===== config.mk =====
export PLATFORM = sky130hd
export DESIGN_NAME = bus_system
export DESIGN_NICKNAME = d
export VERILOG_FILES = /design/src/bus_pkg.sv /design/src/bus_arbiter.sv /design/src/bus_system.sv /design/src/host_port.sv /design/src/pwm_audio.sv /design/src/scratch_ram.sv /design/src/uart_device.sv
export VERILOG_INCLUDE_DIRS = /design/src /design/src/include
export SDC_FILE = /design/constraint.sdc
export NUM_CORES = 1
export LEC_CHECK = 0
export ABC_AREA = 1
export BUFFER_PORTS_ARGS = -buffer_cell sky130_fd_sc_hd__clkbuf_2
export CAP_MARGIN = 10
export CORE_MARGIN = 8
export CORE_UTILIZATION = 45
export CTS_CLUSTER_DIAMETER = 100
export CTS_CLUSTER_SIZE = 8
export DETAILED_ROUTE_END_ITERATION = 16
export PLACE_DENSITY = 0.64
export REMOVE_ABC_BUFFERS = 1
export SLEW_MARGIN = 25
export SYNTH_ARGS = -nofsm -noshare
export SYNTH_HDL_FRONTEND = slang
export SYNTH_SLANG_ARGS = --single-unit
export TNS_END_PERCENT = 20

===== constraint.sdc =====
create_clock -name clk50MHz -period 10.77 [get_ports clk50MHz]
set_clock_uncertainty 0.05 [all_clocks]
set_input_delay 2.154 -clock clk50MHz [delete_from_list [all_inputs] [get_ports clk50MHz]]
set_output_delay 2.154 -clock clk50MHz [all_outputs]
set_load 0.02 [all_outputs]

===== src/include/bus_settings.svh =====
`ifndef BUS_SETTINGS_SVH
`define BUS_SETTINGS_SVH

// shared bus geometry

// bus data word width
`define BUS_DATA_W 32

// control word width
`define BUS_CTRL_W 8

// scratch RAM depth in words
`define RAM_WORDS 8

// 50 MHz / 115200 baud
`define UART_BIT_CLKS 434

// audio resolution
`define PWM_BITS 8

`endif


===== src/bus_pkg.sv =====
`default_nettype none

package bus_pkg;

    // control bits 7..6
    typedef enum logic [1:0] {
        op_idle  = 2'd0,
        op_write = 2'd1,
        op_read  = 2'd2,
        op_resp  = 2'd3
    } bus_op_e;

    // control bits 5..3
    typedef enum logic [2:0] {
        dev_ram   = 3'd0,
        dev_audio = 3'd4,
        dev_uart  = 3'd6,
        dev_host  = 3'd7
    } dev_id_e;

    typedef enum logic {
        arb_idle,
        arb_wait_resp
    } arb_state_e;

endpackage

`default_nettype wire


===== src/bus_arbiter.sv =====
`timescale 1ns/1ps
`default_nettype none
`include "bus_settings.svh"

module bus_arbiter (
    input  logic                     clk50MHz,
    input  logic                     rst_n,
    input  logic                     host_req,
    input  logic                     uart_req,
    input  logic [`BUS_CTRL_W-1:0]   host_ctrl,
    input  logic [`BUS_CTRL_W-1:0]   uart_ctrl,
    input  logic [`BUS_DATA_W-1:0]   host_data,
    input  logic [`BUS_DATA_W-1:0]   uart_data,
    input  logic [`BUS_CTRL_W-1:0]   reply_ctrl,
    input  logic [`BUS_DATA_W-1:0]   reply_data,
    output logic                     host_ack,
    output logic                     uart_ack,
    output logic [`BUS_CTRL_W-1:0]   bus_ctrl,
    output logic [`BUS_DATA_W-1:0]   bus_data
);
    import bus_pkg::*;

    arb_state_e               state;
    logic                     wait_second; // slave reply is on reply_ctrl now
    dev_id_e                  req_id;      // owner of the outstanding read
    logic                     grant;
    logic [`BUS_CTRL_W-1:0]   win_ctrl;
    logic [`BUS_DATA_W-1:0]   win_data;
    bus_op_e                  reply_op;

    // uart wins over host
    assign uart_ack = uart_req && (state == arb_idle);
    assign host_ack = host_req && !uart_req && (state == arb_idle);
    assign grant    = uart_ack || host_ack;
    assign win_ctrl = uart_ack ? uart_ctrl : host_ctrl;
    assign win_data = uart_ack ? uart_data : host_data;
    assign reply_op = bus_op_e'(reply_ctrl[7:6]);

    always_ff @(posedge clk50MHz) begin
        if (!rst_n) begin
            state       <= arb_idle;
            wait_second <= 1'b0;
            req_id      <= dev_host;
            bus_ctrl    <= '0;
        end else begin
            bus_ctrl <= '0; // one-cycle bus words
            case (state)
                arb_idle: begin
                    if (grant) begin
                        bus_ctrl <= win_ctrl;
                        if (bus_op_e'(win_ctrl[7:6]) == op_read) begin
                            state       <= arb_wait_resp;
                            wait_second <= 1'b0;
                            req_id      <= uart_ack ? dev_uart : dev_host;
                        end
                    end
                end
                arb_wait_resp: begin
                    wait_second <= 1'b1;
                    if (wait_second) begin
                        // always close the read, even if nobody answered
                        bus_ctrl <= {op_resp, req_id, reply_ctrl[2:0]};
                        state    <= arb_idle;
                    end
                end
                default: state <= arb_idle;
            endcase
        end
    end

    always_ff @(posedge clk50MHz) begin
        if (grant)
            bus_data <= win_data;
        else if (state == arb_wait_resp && wait_second)
            bus_data <= (reply_op == op_resp) ? reply_data : '0;
    end

endmodule

`default_nettype wire


===== src/bus_system.sv =====
`timescale 1ns/1ps
`default_nettype none
`include "bus_settings.svh"

module bus_system #(
    parameter int UART_BIT_CLKS = `UART_BIT_CLKS
) (
    input  logic                     clk50MHz,
    input  logic                     rst_n,
    input  logic                     cmd_valid,
    input  logic                     cmd_write,
    input  logic [2:0]               cmd_dev,
    input  logic [2:0]               cmd_addr,
    input  logic [`BUS_DATA_W-1:0]   cmd_wdata,
    output logic                     busy,
    output logic                     rsp_valid,
    output logic [`BUS_DATA_W-1:0]   rsp_data,
    input  logic                     rx,
    output logic                     tx,
    output logic                     pwm_out
);
    logic                     host_req, host_ack, uart_req, uart_ack;
    logic [`BUS_CTRL_W-1:0]   host_ctrl, uart_ctrl, ram_ctrl, audio_ctrl;
    logic [`BUS_DATA_W-1:0]   host_data, uart_data, ram_data, audio_data;
    logic [`BUS_CTRL_W-1:0]   bus_ctrl, reply_ctrl;
    logic [`BUS_DATA_W-1:0]   bus_data, reply_data;

    // idle slaves drive zeros
    assign reply_ctrl = ram_ctrl | uart_ctrl | audio_ctrl;
    assign reply_data = ram_data | uart_data | audio_data;

    bus_arbiter i_arbiter (
        .clk50MHz(clk50MHz), .rst_n(rst_n),
        .host_req(host_req), .uart_req(uart_req),
        .host_ctrl(host_ctrl), .uart_ctrl(uart_ctrl),
        .host_data(host_data), .uart_data(uart_data),
        .reply_ctrl(reply_ctrl), .reply_data(reply_data),
        .host_ack(host_ack), .uart_ack(uart_ack),
        .bus_ctrl(bus_ctrl), .bus_data(bus_data)
    );

    host_port i_host (
        .clk50MHz(clk50MHz), .rst_n(rst_n),
        .cmd_valid(cmd_valid), .cmd_write(cmd_write), .cmd_dev(cmd_dev),
        .cmd_addr(cmd_addr), .cmd_wdata(cmd_wdata), .ack(host_ack),
        .bus_ctrl(bus_ctrl), .bus_data(bus_data), .busy(busy), .req(host_req),
        .ctrl_out(host_ctrl), .data_out(host_data),
        .rsp_valid(rsp_valid), .rsp_data(rsp_data)
    );

    scratch_ram i_ram (
        .clk50MHz(clk50MHz), .rst_n(rst_n), .bus_ctrl(bus_ctrl), .bus_data(bus_data),
        .ctrl_out(ram_ctrl), .data_out(ram_data)
    );

    uart_device #(.BIT_CLKS(UART_BIT_CLKS)) i_uart (
        .clk50MHz(clk50MHz), .rst_n(rst_n), .bus_ctrl(bus_ctrl), .bus_data(bus_data),
        .ack(uart_ack), .rx(rx), .tx(tx), .req(uart_req),
        .ctrl_out(uart_ctrl), .data_out(uart_data)
    );

    pwm_audio i_audio (
        .clk50MHz(clk50MHz), .rst_n(rst_n), .bus_ctrl(bus_ctrl), .bus_data(bus_data),
        .ctrl_out(audio_ctrl), .data_out(audio_data), .pwm_out(pwm_out)
    );

endmodule

`default_nettype wire


===== src/host_port.sv =====
`timescale 1ns/1ps
`default_nettype none
`include "bus_settings.svh"

module host_port (
    input  logic                     clk50MHz,
    input  logic                     rst_n,
    input  logic                     cmd_valid,
    input  logic                     cmd_write,
    input  logic [2:0]               cmd_dev,
    input  logic [2:0]               cmd_addr,
    input  logic [`BUS_DATA_W-1:0]   cmd_wdata,
    input  logic                     ack,
    input  logic [`BUS_CTRL_W-1:0]   bus_ctrl,
    input  logic [`BUS_DATA_W-1:0]   bus_data,
    output logic                     busy,
    output logic                     req,
    output logic [`BUS_CTRL_W-1:0]   ctrl_out,
    output logic [`BUS_DATA_W-1:0]   data_out,
    output logic                     rsp_valid,
    output logic [`BUS_DATA_W-1:0]   rsp_data
);
    import bus_pkg::*;

    logic    pending;  // command waiting for a grant
    logic    wait_rsp; // read granted, reply not yet seen
    logic    is_read;
    logic    accept;
    logic    rsp_hit;
    bus_op_e bus_op;
    dev_id_e bus_dev;

    assign bus_op  = bus_op_e'(bus_ctrl[7:6]);
    assign bus_dev = dev_id_e'(bus_ctrl[5:3]);
    assign busy    = pending || wait_rsp;
    assign req     = pending; // re-strobe every cycle until ack
    assign accept  = cmd_valid && !busy;
    assign rsp_hit = wait_rsp && (bus_op == op_resp) && (bus_dev == dev_host);

    always_ff @(posedge clk50MHz) begin
        if (!rst_n) begin
            pending   <= 1'b0;
            wait_rsp  <= 1'b0;
            is_read   <= 1'b0;
            rsp_valid <= 1'b0;
        end else begin
            rsp_valid <= 1'b0;
            if (accept) begin
                pending <= 1'b1;
                is_read <= !cmd_write;
            end else if (pending && ack) begin
                pending  <= 1'b0;
                wait_rsp <= is_read;
            end
            if (rsp_hit) begin
                wait_rsp  <= 1'b0;
                rsp_valid <= 1'b1;
            end
        end
    end

    always_ff @(posedge clk50MHz) begin
        if (accept) begin
            ctrl_out <= {(cmd_write ? op_write : op_read), cmd_dev, cmd_addr};
            // a read carries our id so the slave can tag its reply
            data_out <= cmd_write ? cmd_wdata : `BUS_DATA_W'(dev_host);
        end
        if (rsp_hit)
            rsp_data <= bus_data;
    end

endmodule

`default_nettype wire


===== src/pwm_audio.sv =====
`timescale 1ns/1ps
`default_nettype none
`include "bus_settings.svh"

module pwm_audio (
    input  logic                     clk50MHz,
    input  logic                     rst_n,
    input  logic [`BUS_CTRL_W-1:0]   bus_ctrl,
    input  logic [`BUS_DATA_W-1:0]   bus_data,
    output logic [`BUS_CTRL_W-1:0]   ctrl_out,
    output logic [`BUS_DATA_W-1:0]   data_out,
    output logic                     pwm_out
);
    import bus_pkg::*;

    logic [`PWM_BITS-1:0] sample;
    logic [`PWM_BITS-1:0] pwm_cnt; // free-running
    bus_op_e              bus_op;
    dev_id_e              bus_dev;

    assign bus_op  = bus_op_e'(bus_ctrl[7:6]);
    assign bus_dev = dev_id_e'(bus_ctrl[5:3]);

    always_ff @(posedge clk50MHz) begin
        if (!rst_n) begin
            sample <= '0;
            pwm_cnt <= '0;
            pwm_out <= 1'b0;
            ctrl_out <= '0;
            data_out <= '0;
        end else begin
            pwm_cnt <= pwm_cnt + 1'b1;
            pwm_out <= (pwm_cnt < sample); // sample high cycles per period
            ctrl_out <= '0;
            data_out <= '0;
            if (bus_dev == dev_audio && bus_op == op_write)
                sample <= bus_data[`PWM_BITS-1:0];
            if (bus_dev == dev_audio && bus_op == op_read) begin
                ctrl_out <= {op_resp, dev_audio, bus_data[2:0]};
                data_out <= `BUS_DATA_W'(sample);
            end
        end
    end

endmodule

`default_nettype wire


===== src/scratch_ram.sv =====
`timescale 1ns/1ps
`default_nettype none
`include "bus_settings.svh"

module scratch_ram (
    input  logic                     clk50MHz,
    input  logic                     rst_n,
    input  logic [`BUS_CTRL_W-1:0]   bus_ctrl,
    input  logic [`BUS_DATA_W-1:0]   bus_data,
    output logic [`BUS_CTRL_W-1:0]   ctrl_out,
    output logic [`BUS_DATA_W-1:0]   data_out
);
    import bus_pkg::*;

    logic [`BUS_DATA_W-1:0] mem [`RAM_WORDS];
    bus_op_e                bus_op;
    dev_id_e                bus_dev;
    logic [2:0]             addr;
    logic                   hit;

    assign bus_op  = bus_op_e'(bus_ctrl[7:6]);
    assign bus_dev = dev_id_e'(bus_ctrl[5:3]);
    assign addr    = bus_ctrl[2:0];
    assign hit     = (bus_dev == dev_ram);

    // storage, cleared so unwritten words read as zero
    always_ff @(posedge clk50MHz) begin
        if (!rst_n) begin
            for (int i = 0; i < `RAM_WORDS; i++) begin
                mem[i] <= '0;
            end
        end else if (hit && bus_op == op_write) begin
            mem[addr] <= bus_data;
        end
    end

    // read reply, one cycle after the read word
    always_ff @(posedge clk50MHz) begin
        if (!rst_n) begin
            ctrl_out <= '0;
            data_out <= '0;
        end else if (hit && bus_op == op_read) begin
            ctrl_out <= {op_resp, dev_ram, bus_data[2:0]}; // requester id in addr field
            data_out <= mem[addr];
        end else begin
            ctrl_out <= '0; // replies are ORed, so stay quiet
            data_out <= '0;
        end
    end

endmodule

`default_nettype wire


===== src/uart_device.sv =====
`timescale 1ns/1ps
`default_nettype none
`include "bus_settings.svh"

module uart_device #(
    parameter int BIT_CLKS = `UART_BIT_CLKS
) (
    input  logic                     clk50MHz,
    input  logic                     rst_n,
    input  logic [`BUS_CTRL_W-1:0]   bus_ctrl,
    input  logic [`BUS_DATA_W-1:0]   bus_data,
    input  logic                     ack,
    input  logic                     rx,
    output logic                     tx,
    output logic                     req,
    output logic [`BUS_CTRL_W-1:0]   ctrl_out,
    output logic [`BUS_DATA_W-1:0]   data_out
);
    import bus_pkg::*;

    localparam int CNT_W = $clog2(BIT_CLKS + 1);

    typedef enum logic [1:0] {rx_idle, rx_start, rx_data, rx_stop} rx_state_e;

    bus_op_e    bus_op;
    dev_id_e    bus_dev;
    logic [9:0] tx_shift;   // stop, data, start
    logic [3:0] tx_bits;
    logic [CNT_W-1:0] tx_cnt;
    logic       tx_busy;
    logic       rsp_valid;
    logic [2:0] rsp_tag;
    logic       rsp_busy;
    logic       reply_slot; // slaves answer in this cycle
    logic [1:0] rx_sync;
    rx_state_e  rx_state;
    logic [CNT_W-1:0] rx_cnt;
    logic [2:0] rx_bits;
    logic [7:0] rx_byte;
    logic       post_pending;
    logic [7:0] post_byte;
    logic [2:0] post_addr;

    assign bus_op  = bus_op_e'(bus_ctrl[7:6]);
    assign bus_dev = dev_id_e'(bus_ctrl[5:3]);
    assign tx      = tx_shift[0];
    // hold off while slave replies are being ORed
    assign req      = post_pending && !reply_slot;
    assign ctrl_out = req ? {op_write, dev_ram, post_addr} :
                      rsp_valid ? {op_resp, dev_uart, rsp_tag} : '0;
    assign data_out = req ? {{(`BUS_DATA_W-8){1'b0}}, post_byte} :
                      rsp_valid ? `BUS_DATA_W'(rsp_busy) : '0;

    always_ff @(posedge clk50MHz) begin
        if (!rst_n) begin
            tx_shift <= '1;
            tx_busy <= 1'b0;
            tx_bits <= '0;
            tx_cnt <= '0;
        end else if (!tx_busy) begin
            if (bus_op == op_write && bus_dev == dev_uart) begin
                tx_shift <= {1'b1, bus_data[7:0], 1'b0};
                tx_busy <= 1'b1;
                tx_bits <= '0;
                tx_cnt <= '0;
            end
        end else if (tx_cnt == CNT_W'(BIT_CLKS - 1)) begin
            tx_cnt <= '0;
            tx_shift <= {1'b1, tx_shift[9:1]};
            if (tx_bits == 4'd9)
                tx_busy <= 1'b0;
            else
                tx_bits <= tx_bits + 4'd1;
        end else begin
            tx_cnt <= tx_cnt + 1'b1;
        end
    end

    always_ff @(posedge clk50MHz) begin
        if (!rst_n) begin
            rsp_valid <= 1'b0;
            rsp_tag <= '0;
            rsp_busy <= 1'b0;
            reply_slot <= 1'b0;
        end else begin
            reply_slot <= (bus_op == op_read);
            rsp_valid <= (bus_op == op_read) && (bus_dev == dev_uart);
            rsp_tag <= bus_data[2:0];
            rsp_busy <= tx_busy; // status bit 0
        end
    end

    always_ff @(posedge clk50MHz) begin
        if (!rst_n) begin
            rx_sync <= 2'b11;
            rx_state <= rx_idle;
            rx_cnt <= '0;
            rx_bits <= '0;
            rx_byte <= '0;
            post_pending <= 1'b0;
            post_byte <= '0;
            post_addr <= '0;
        end else begin
            rx_sync <= {rx_sync[0], rx};
            if (post_pending && ack) begin
                post_pending <= 1'b0;
                post_addr <= (post_addr == 3'(`RAM_WORDS - 1)) ? 3'd0 : post_addr + 3'd1;
            end
            case (rx_state)
                rx_idle: begin
                    rx_cnt <= '0;
                    if (!rx_sync[1])
                        rx_state <= rx_start;
                end
                rx_start: begin
                    if (rx_cnt == CNT_W'(BIT_CLKS / 2 - 1)) begin // middle of start bit
                        rx_cnt <= '0;
                        rx_bits <= '0;
                        rx_state <= rx_sync[1] ? rx_idle : rx_data;
                    end else begin
                        rx_cnt <= rx_cnt + 1'b1;
                    end
                end
                rx_data: begin
                    if (rx_cnt == CNT_W'(BIT_CLKS - 1)) begin
                        rx_cnt <= '0;
                        rx_byte <= {rx_sync[1], rx_byte[7:1]}; // lsb first
                        if (rx_bits == 3'd7)
                            rx_state <= rx_stop;
                        else
                            rx_bits <= rx_bits + 3'd1;
                    end else begin
                        rx_cnt <= rx_cnt + 1'b1;
                    end
                end
                rx_stop: begin
                    if (rx_cnt == CNT_W'(BIT_CLKS - 1)) begin
                        rx_state <= rx_idle;
                        if (rx_sync[1]) begin // bad stop bit drops the byte
                            post_pending <= 1'b1;
                            post_byte <= rx_byte;
                        end
                    end else begin
                        rx_cnt <= rx_cnt + 1'b1;
                    end
                end
                default: rx_state <= rx_idle;
            endcase
        end
    end

endmodule

`default_nettype wire


==> results.json <==
{
  "status": "finished clean",
  "setup_tns_ns": 0,
  "cp_slowest_cell": "nand2_1",
  "yosys.area.top_type_share_pct": 52.92,
  "leakage_nw": 9.183,
  "synth_compound_area_share_pct": 10.27,
  "grt_pass1_vias": 13990,
  "clk_transition_reported_paths_ns": 0.05,
  "fin_crit_ns": 4.230,
  "layout-drive-gt1-share_pct": 10.14,
  "max_freq_mhz": 236.4,
  "avgSynthCellArea_um2": 10.23,
  "n_antenna_cell": 0,
  "grt_max_degree": 80,
  "async_flop_share_pct": 0,
  "clockPowerShare_pct": 47.0,
  "ios": 79,
  "tightestPinTransition_ns": 0.9902,
  "vias_per_cell": 5.136,
  "crit_chain": "clkbuf_2, nand3_1, nor2_2, nand2_2, nand2_1, buf_4",
  "end_kind": "flip-flop",
  "path_class": "input pin to flip-flop",
  "die_w_um": 229.1,
  "yosysSeqAreaShare_pct": 67.14,
  "powerDensity_nw_per_um2": 190.9,
  "grt_overflow": 0,
  "antenna_found_initial": 0,
  "multi_input_area_um2": 5673,
  "critPathTopFamily": "simple AND/OR/NAND/NOR gates",
  "dp_cells": 2599,
  "max_slew_margin_pct": 33.98,
  "root_buffer": "clkbuf_16",
  "yosysMostFrequentCell": "nor2_1",
  "drtIter0Drc": 1101,
  "synth_top_family_by_area": "simple AND/OR/NAND/NOR gates",
  "yosys.area_share.simple_pct": 15.89,
  "setup_viol": 0,
  "grt_use_total_pct": 17.49,
  "power_frac_comb_pct": 4.2,
  "hold_viol": 0,
  "stdcell_count": 2731,
  "required_ns": 10.98,
  "switching_share_pct": 22.17,
  "rsz0062_at_grt": "no",
  "hpwl_um": 27390,
  "grt_pass1_wl_um": 74430,
  "synth_cell_types": 34,
  "syn2layout_area_growth_pct": 15.02,
  "first_pass_iters": 5,
  "start_util_pct": 45.30,
  "drc_errors": 0,
  "cts_tree": "built",
  "post-cts-setup-buffers": 0,
  "yosys_most_used_dff": "edfxtp_1",
  "yosys.area.top_type": "edfxtp_1",
  "path_max_fanout": 33,
  "power.total_w": 0.004486,
  "wirelength_um": 46150,
  "period_share_pct": 39.28,
  "p_int_w": 0.003491,
  "power_frac_seq_pct": 48.8,
  "seq_area_um2": 13720,
  "synth.area.mux_share_pct": 0,
  "startpoint_type": "input pin",
  "core_area_um2": 45090,
  "dr_total_vias": 14030,
  "syn_area_um2": 20430,
  "finalMaxSlewViolations": 0,
  "synthCells": 1996,
  "clk_latency_ns": 0.59,
  "numClockSinks": 505,
  "whs_ns": 0.3587,
  "synth_xor_area_share_pct": 0.3002,
  "holdBufCountCts": 0,
  "ir_drop_mv": 0.1240,
  "synth_edf_count": 360,
  "die_area_um2": 52460,
  "routedWlPerCell_um": 16.90,
  "power.switching_w": 0.0009946,
  "place_congestion": 0.7839,
  "port_buffers": 78,
  "die_h_um": 229.1,
  "cts_buffers": 73,
  "cts_buffer_depth": 3,
  "synthAdderAreaFrac_pct": 1.164,
  "cts_resized": 0,
  "arrival_ns": 4.44,
  "slowest_delay_ns": 0.60,
  "path_buf_inv": 2,
  "max-cap-violations": 0,
  "synth_warnings": 0,
  "synth-seq-cells": 505,
  "fillers": 4029,
  "synthTopCellsByCount": "nor2_1, edfxtp_1, nand2_1, inv_1, o21ai_0",
  "synth_area_leaders": "edfxtp_1, dfxtp_1, nor2_1",
  "fin_nets": 2136,
  "rows": 78,
  "min_path_type": "flip-flop to flip-flop",
  "h-tree-depth": 3,
  "ant_nets": 0
}
[power by group through the flow]
stage          combinational [W]  clock (W)  sequential, W
2_1_floorplan           0.000113          0        0.00222
3_3_place_gp            0.000187          0        0.00222
3_5_place_dp            0.000191          0        0.00222
4_1_cts                 0.000193    0.00214        0.00219
5_1_grt                 0.000212    0.00222        0.00219
6_report                0.000189    0.00211        0.00219
[per-stage QoR]
| stage | util, % | area [µm²] | worst slack (ns) |
|---|---|---|---|
| after floorplan | - | 20010 | 4.958 |
| after global placement | 47.35 | 21350 | 5.206 |
| after detailed placement | 47.37 | 21360 | 5.924 |
| after CTS | 52.10 | 23490 | 6.462 |
| after global routing | 52.11 | 23490 | 6.215 |
| final | 52.11 | 23490 | 6.540 |
[cell type report]
cell class	count	area share (%)
tap	600	3.195
clock buffer	126	8.713
sequential	505	58.39
clock inverter	6	0.3621
inverter	175	2.801
timing repair buffer	101	2.397
multi-input combinational	1218	24.15
[final timing paths]
path,startpoint,slack [ns],cells past startpoint,end
worst max-delay path,rst_n,6.54,6,i_ram.mem[7][19]$_SDFFCE_PN0P_
worst min-delay path,i_uart.rx_sync[0]$_SDFF_PN1_,0.36,1,i_uart.rx_sync[1]$_SDFF_PN1_
worst max register to register,i_arbiter.bus_ctrl[0]$_SDFF_PN0_,6.59,6,i_ram.mem[7][19]$_SDFFCE_PN0P_
worst min register to register,i_uart.rx_sync[0]$_SDFF_PN1_,0.36,1,i_uart.rx_sync[1]$_SDFF_PN1_
[metal layers]
| layer | up-vias | global-route usage [%] | share of wire [%] |
|---|---|---|---|
| met5 | - | 0 | 0 |
| met4 | 0 | 6.834 | 2.6 |
| met3 | 97 | 3.300 | 5.2 |
| met2 | 354 | 28.92 | 48 |
| met1 | 6727 | 22.58 | 44 |
| li1 | 6848 | - | - |
[cell families after synthesis]
group	Yosys count
AOI/OAI and AO/OA	373
and+or+nand+nor	819
adders and majority gates	19
buffers and inverters	273
xor gates and xnor gates	7
DFF	505
[state kept, by name (all words and copies together), names as in the netlist, 2 cells and up, named ones only]
signal              flops
i_arbiter.bus_ctrl      8
i_arbiter.bus_data     32
i_audio.ctrl_out        4
i_audio.data_out        8
i_audio.pwm_cnt         8
i_audio.sample          8
i_host.ctrl_out         8
i_host.data_out        32
i_host.rsp_data        32
i_ram.ctrl_out          4
i_ram.data_out         32
i_ram.mem             256
i_uart.post_addr        3
i_uart.post_byte        8
i_uart.rsp_tag          3
i_uart.rx_bits          3
i_uart.rx_byte          8
i_uart.rx_cnt           9
i_uart.rx_sync          2
i_uart.tx_bits          4
i_uart.tx_cnt           9
i_uart.tx_shift         9
[cells in the final DEF, fill, tap and decap left out, drive strengths merged]
cell type	n
o211ai	10
clkbuf	204
ha	19
buf	23
o21a	62
nand3	60
or2	9
nor3	11
edfxtp	360
inv	172
nand4	8
xnor2	2
a21oi	60
nor2	437
o31a	1
xor2	5
nor4	2
a31oi	31
nand2	290
o21ai	207
dfxtp	145
nand3b	2
o22ai	1
a21boi	1
clkinv	9
No activity file was read; power rests on OpenSTA's default activity.
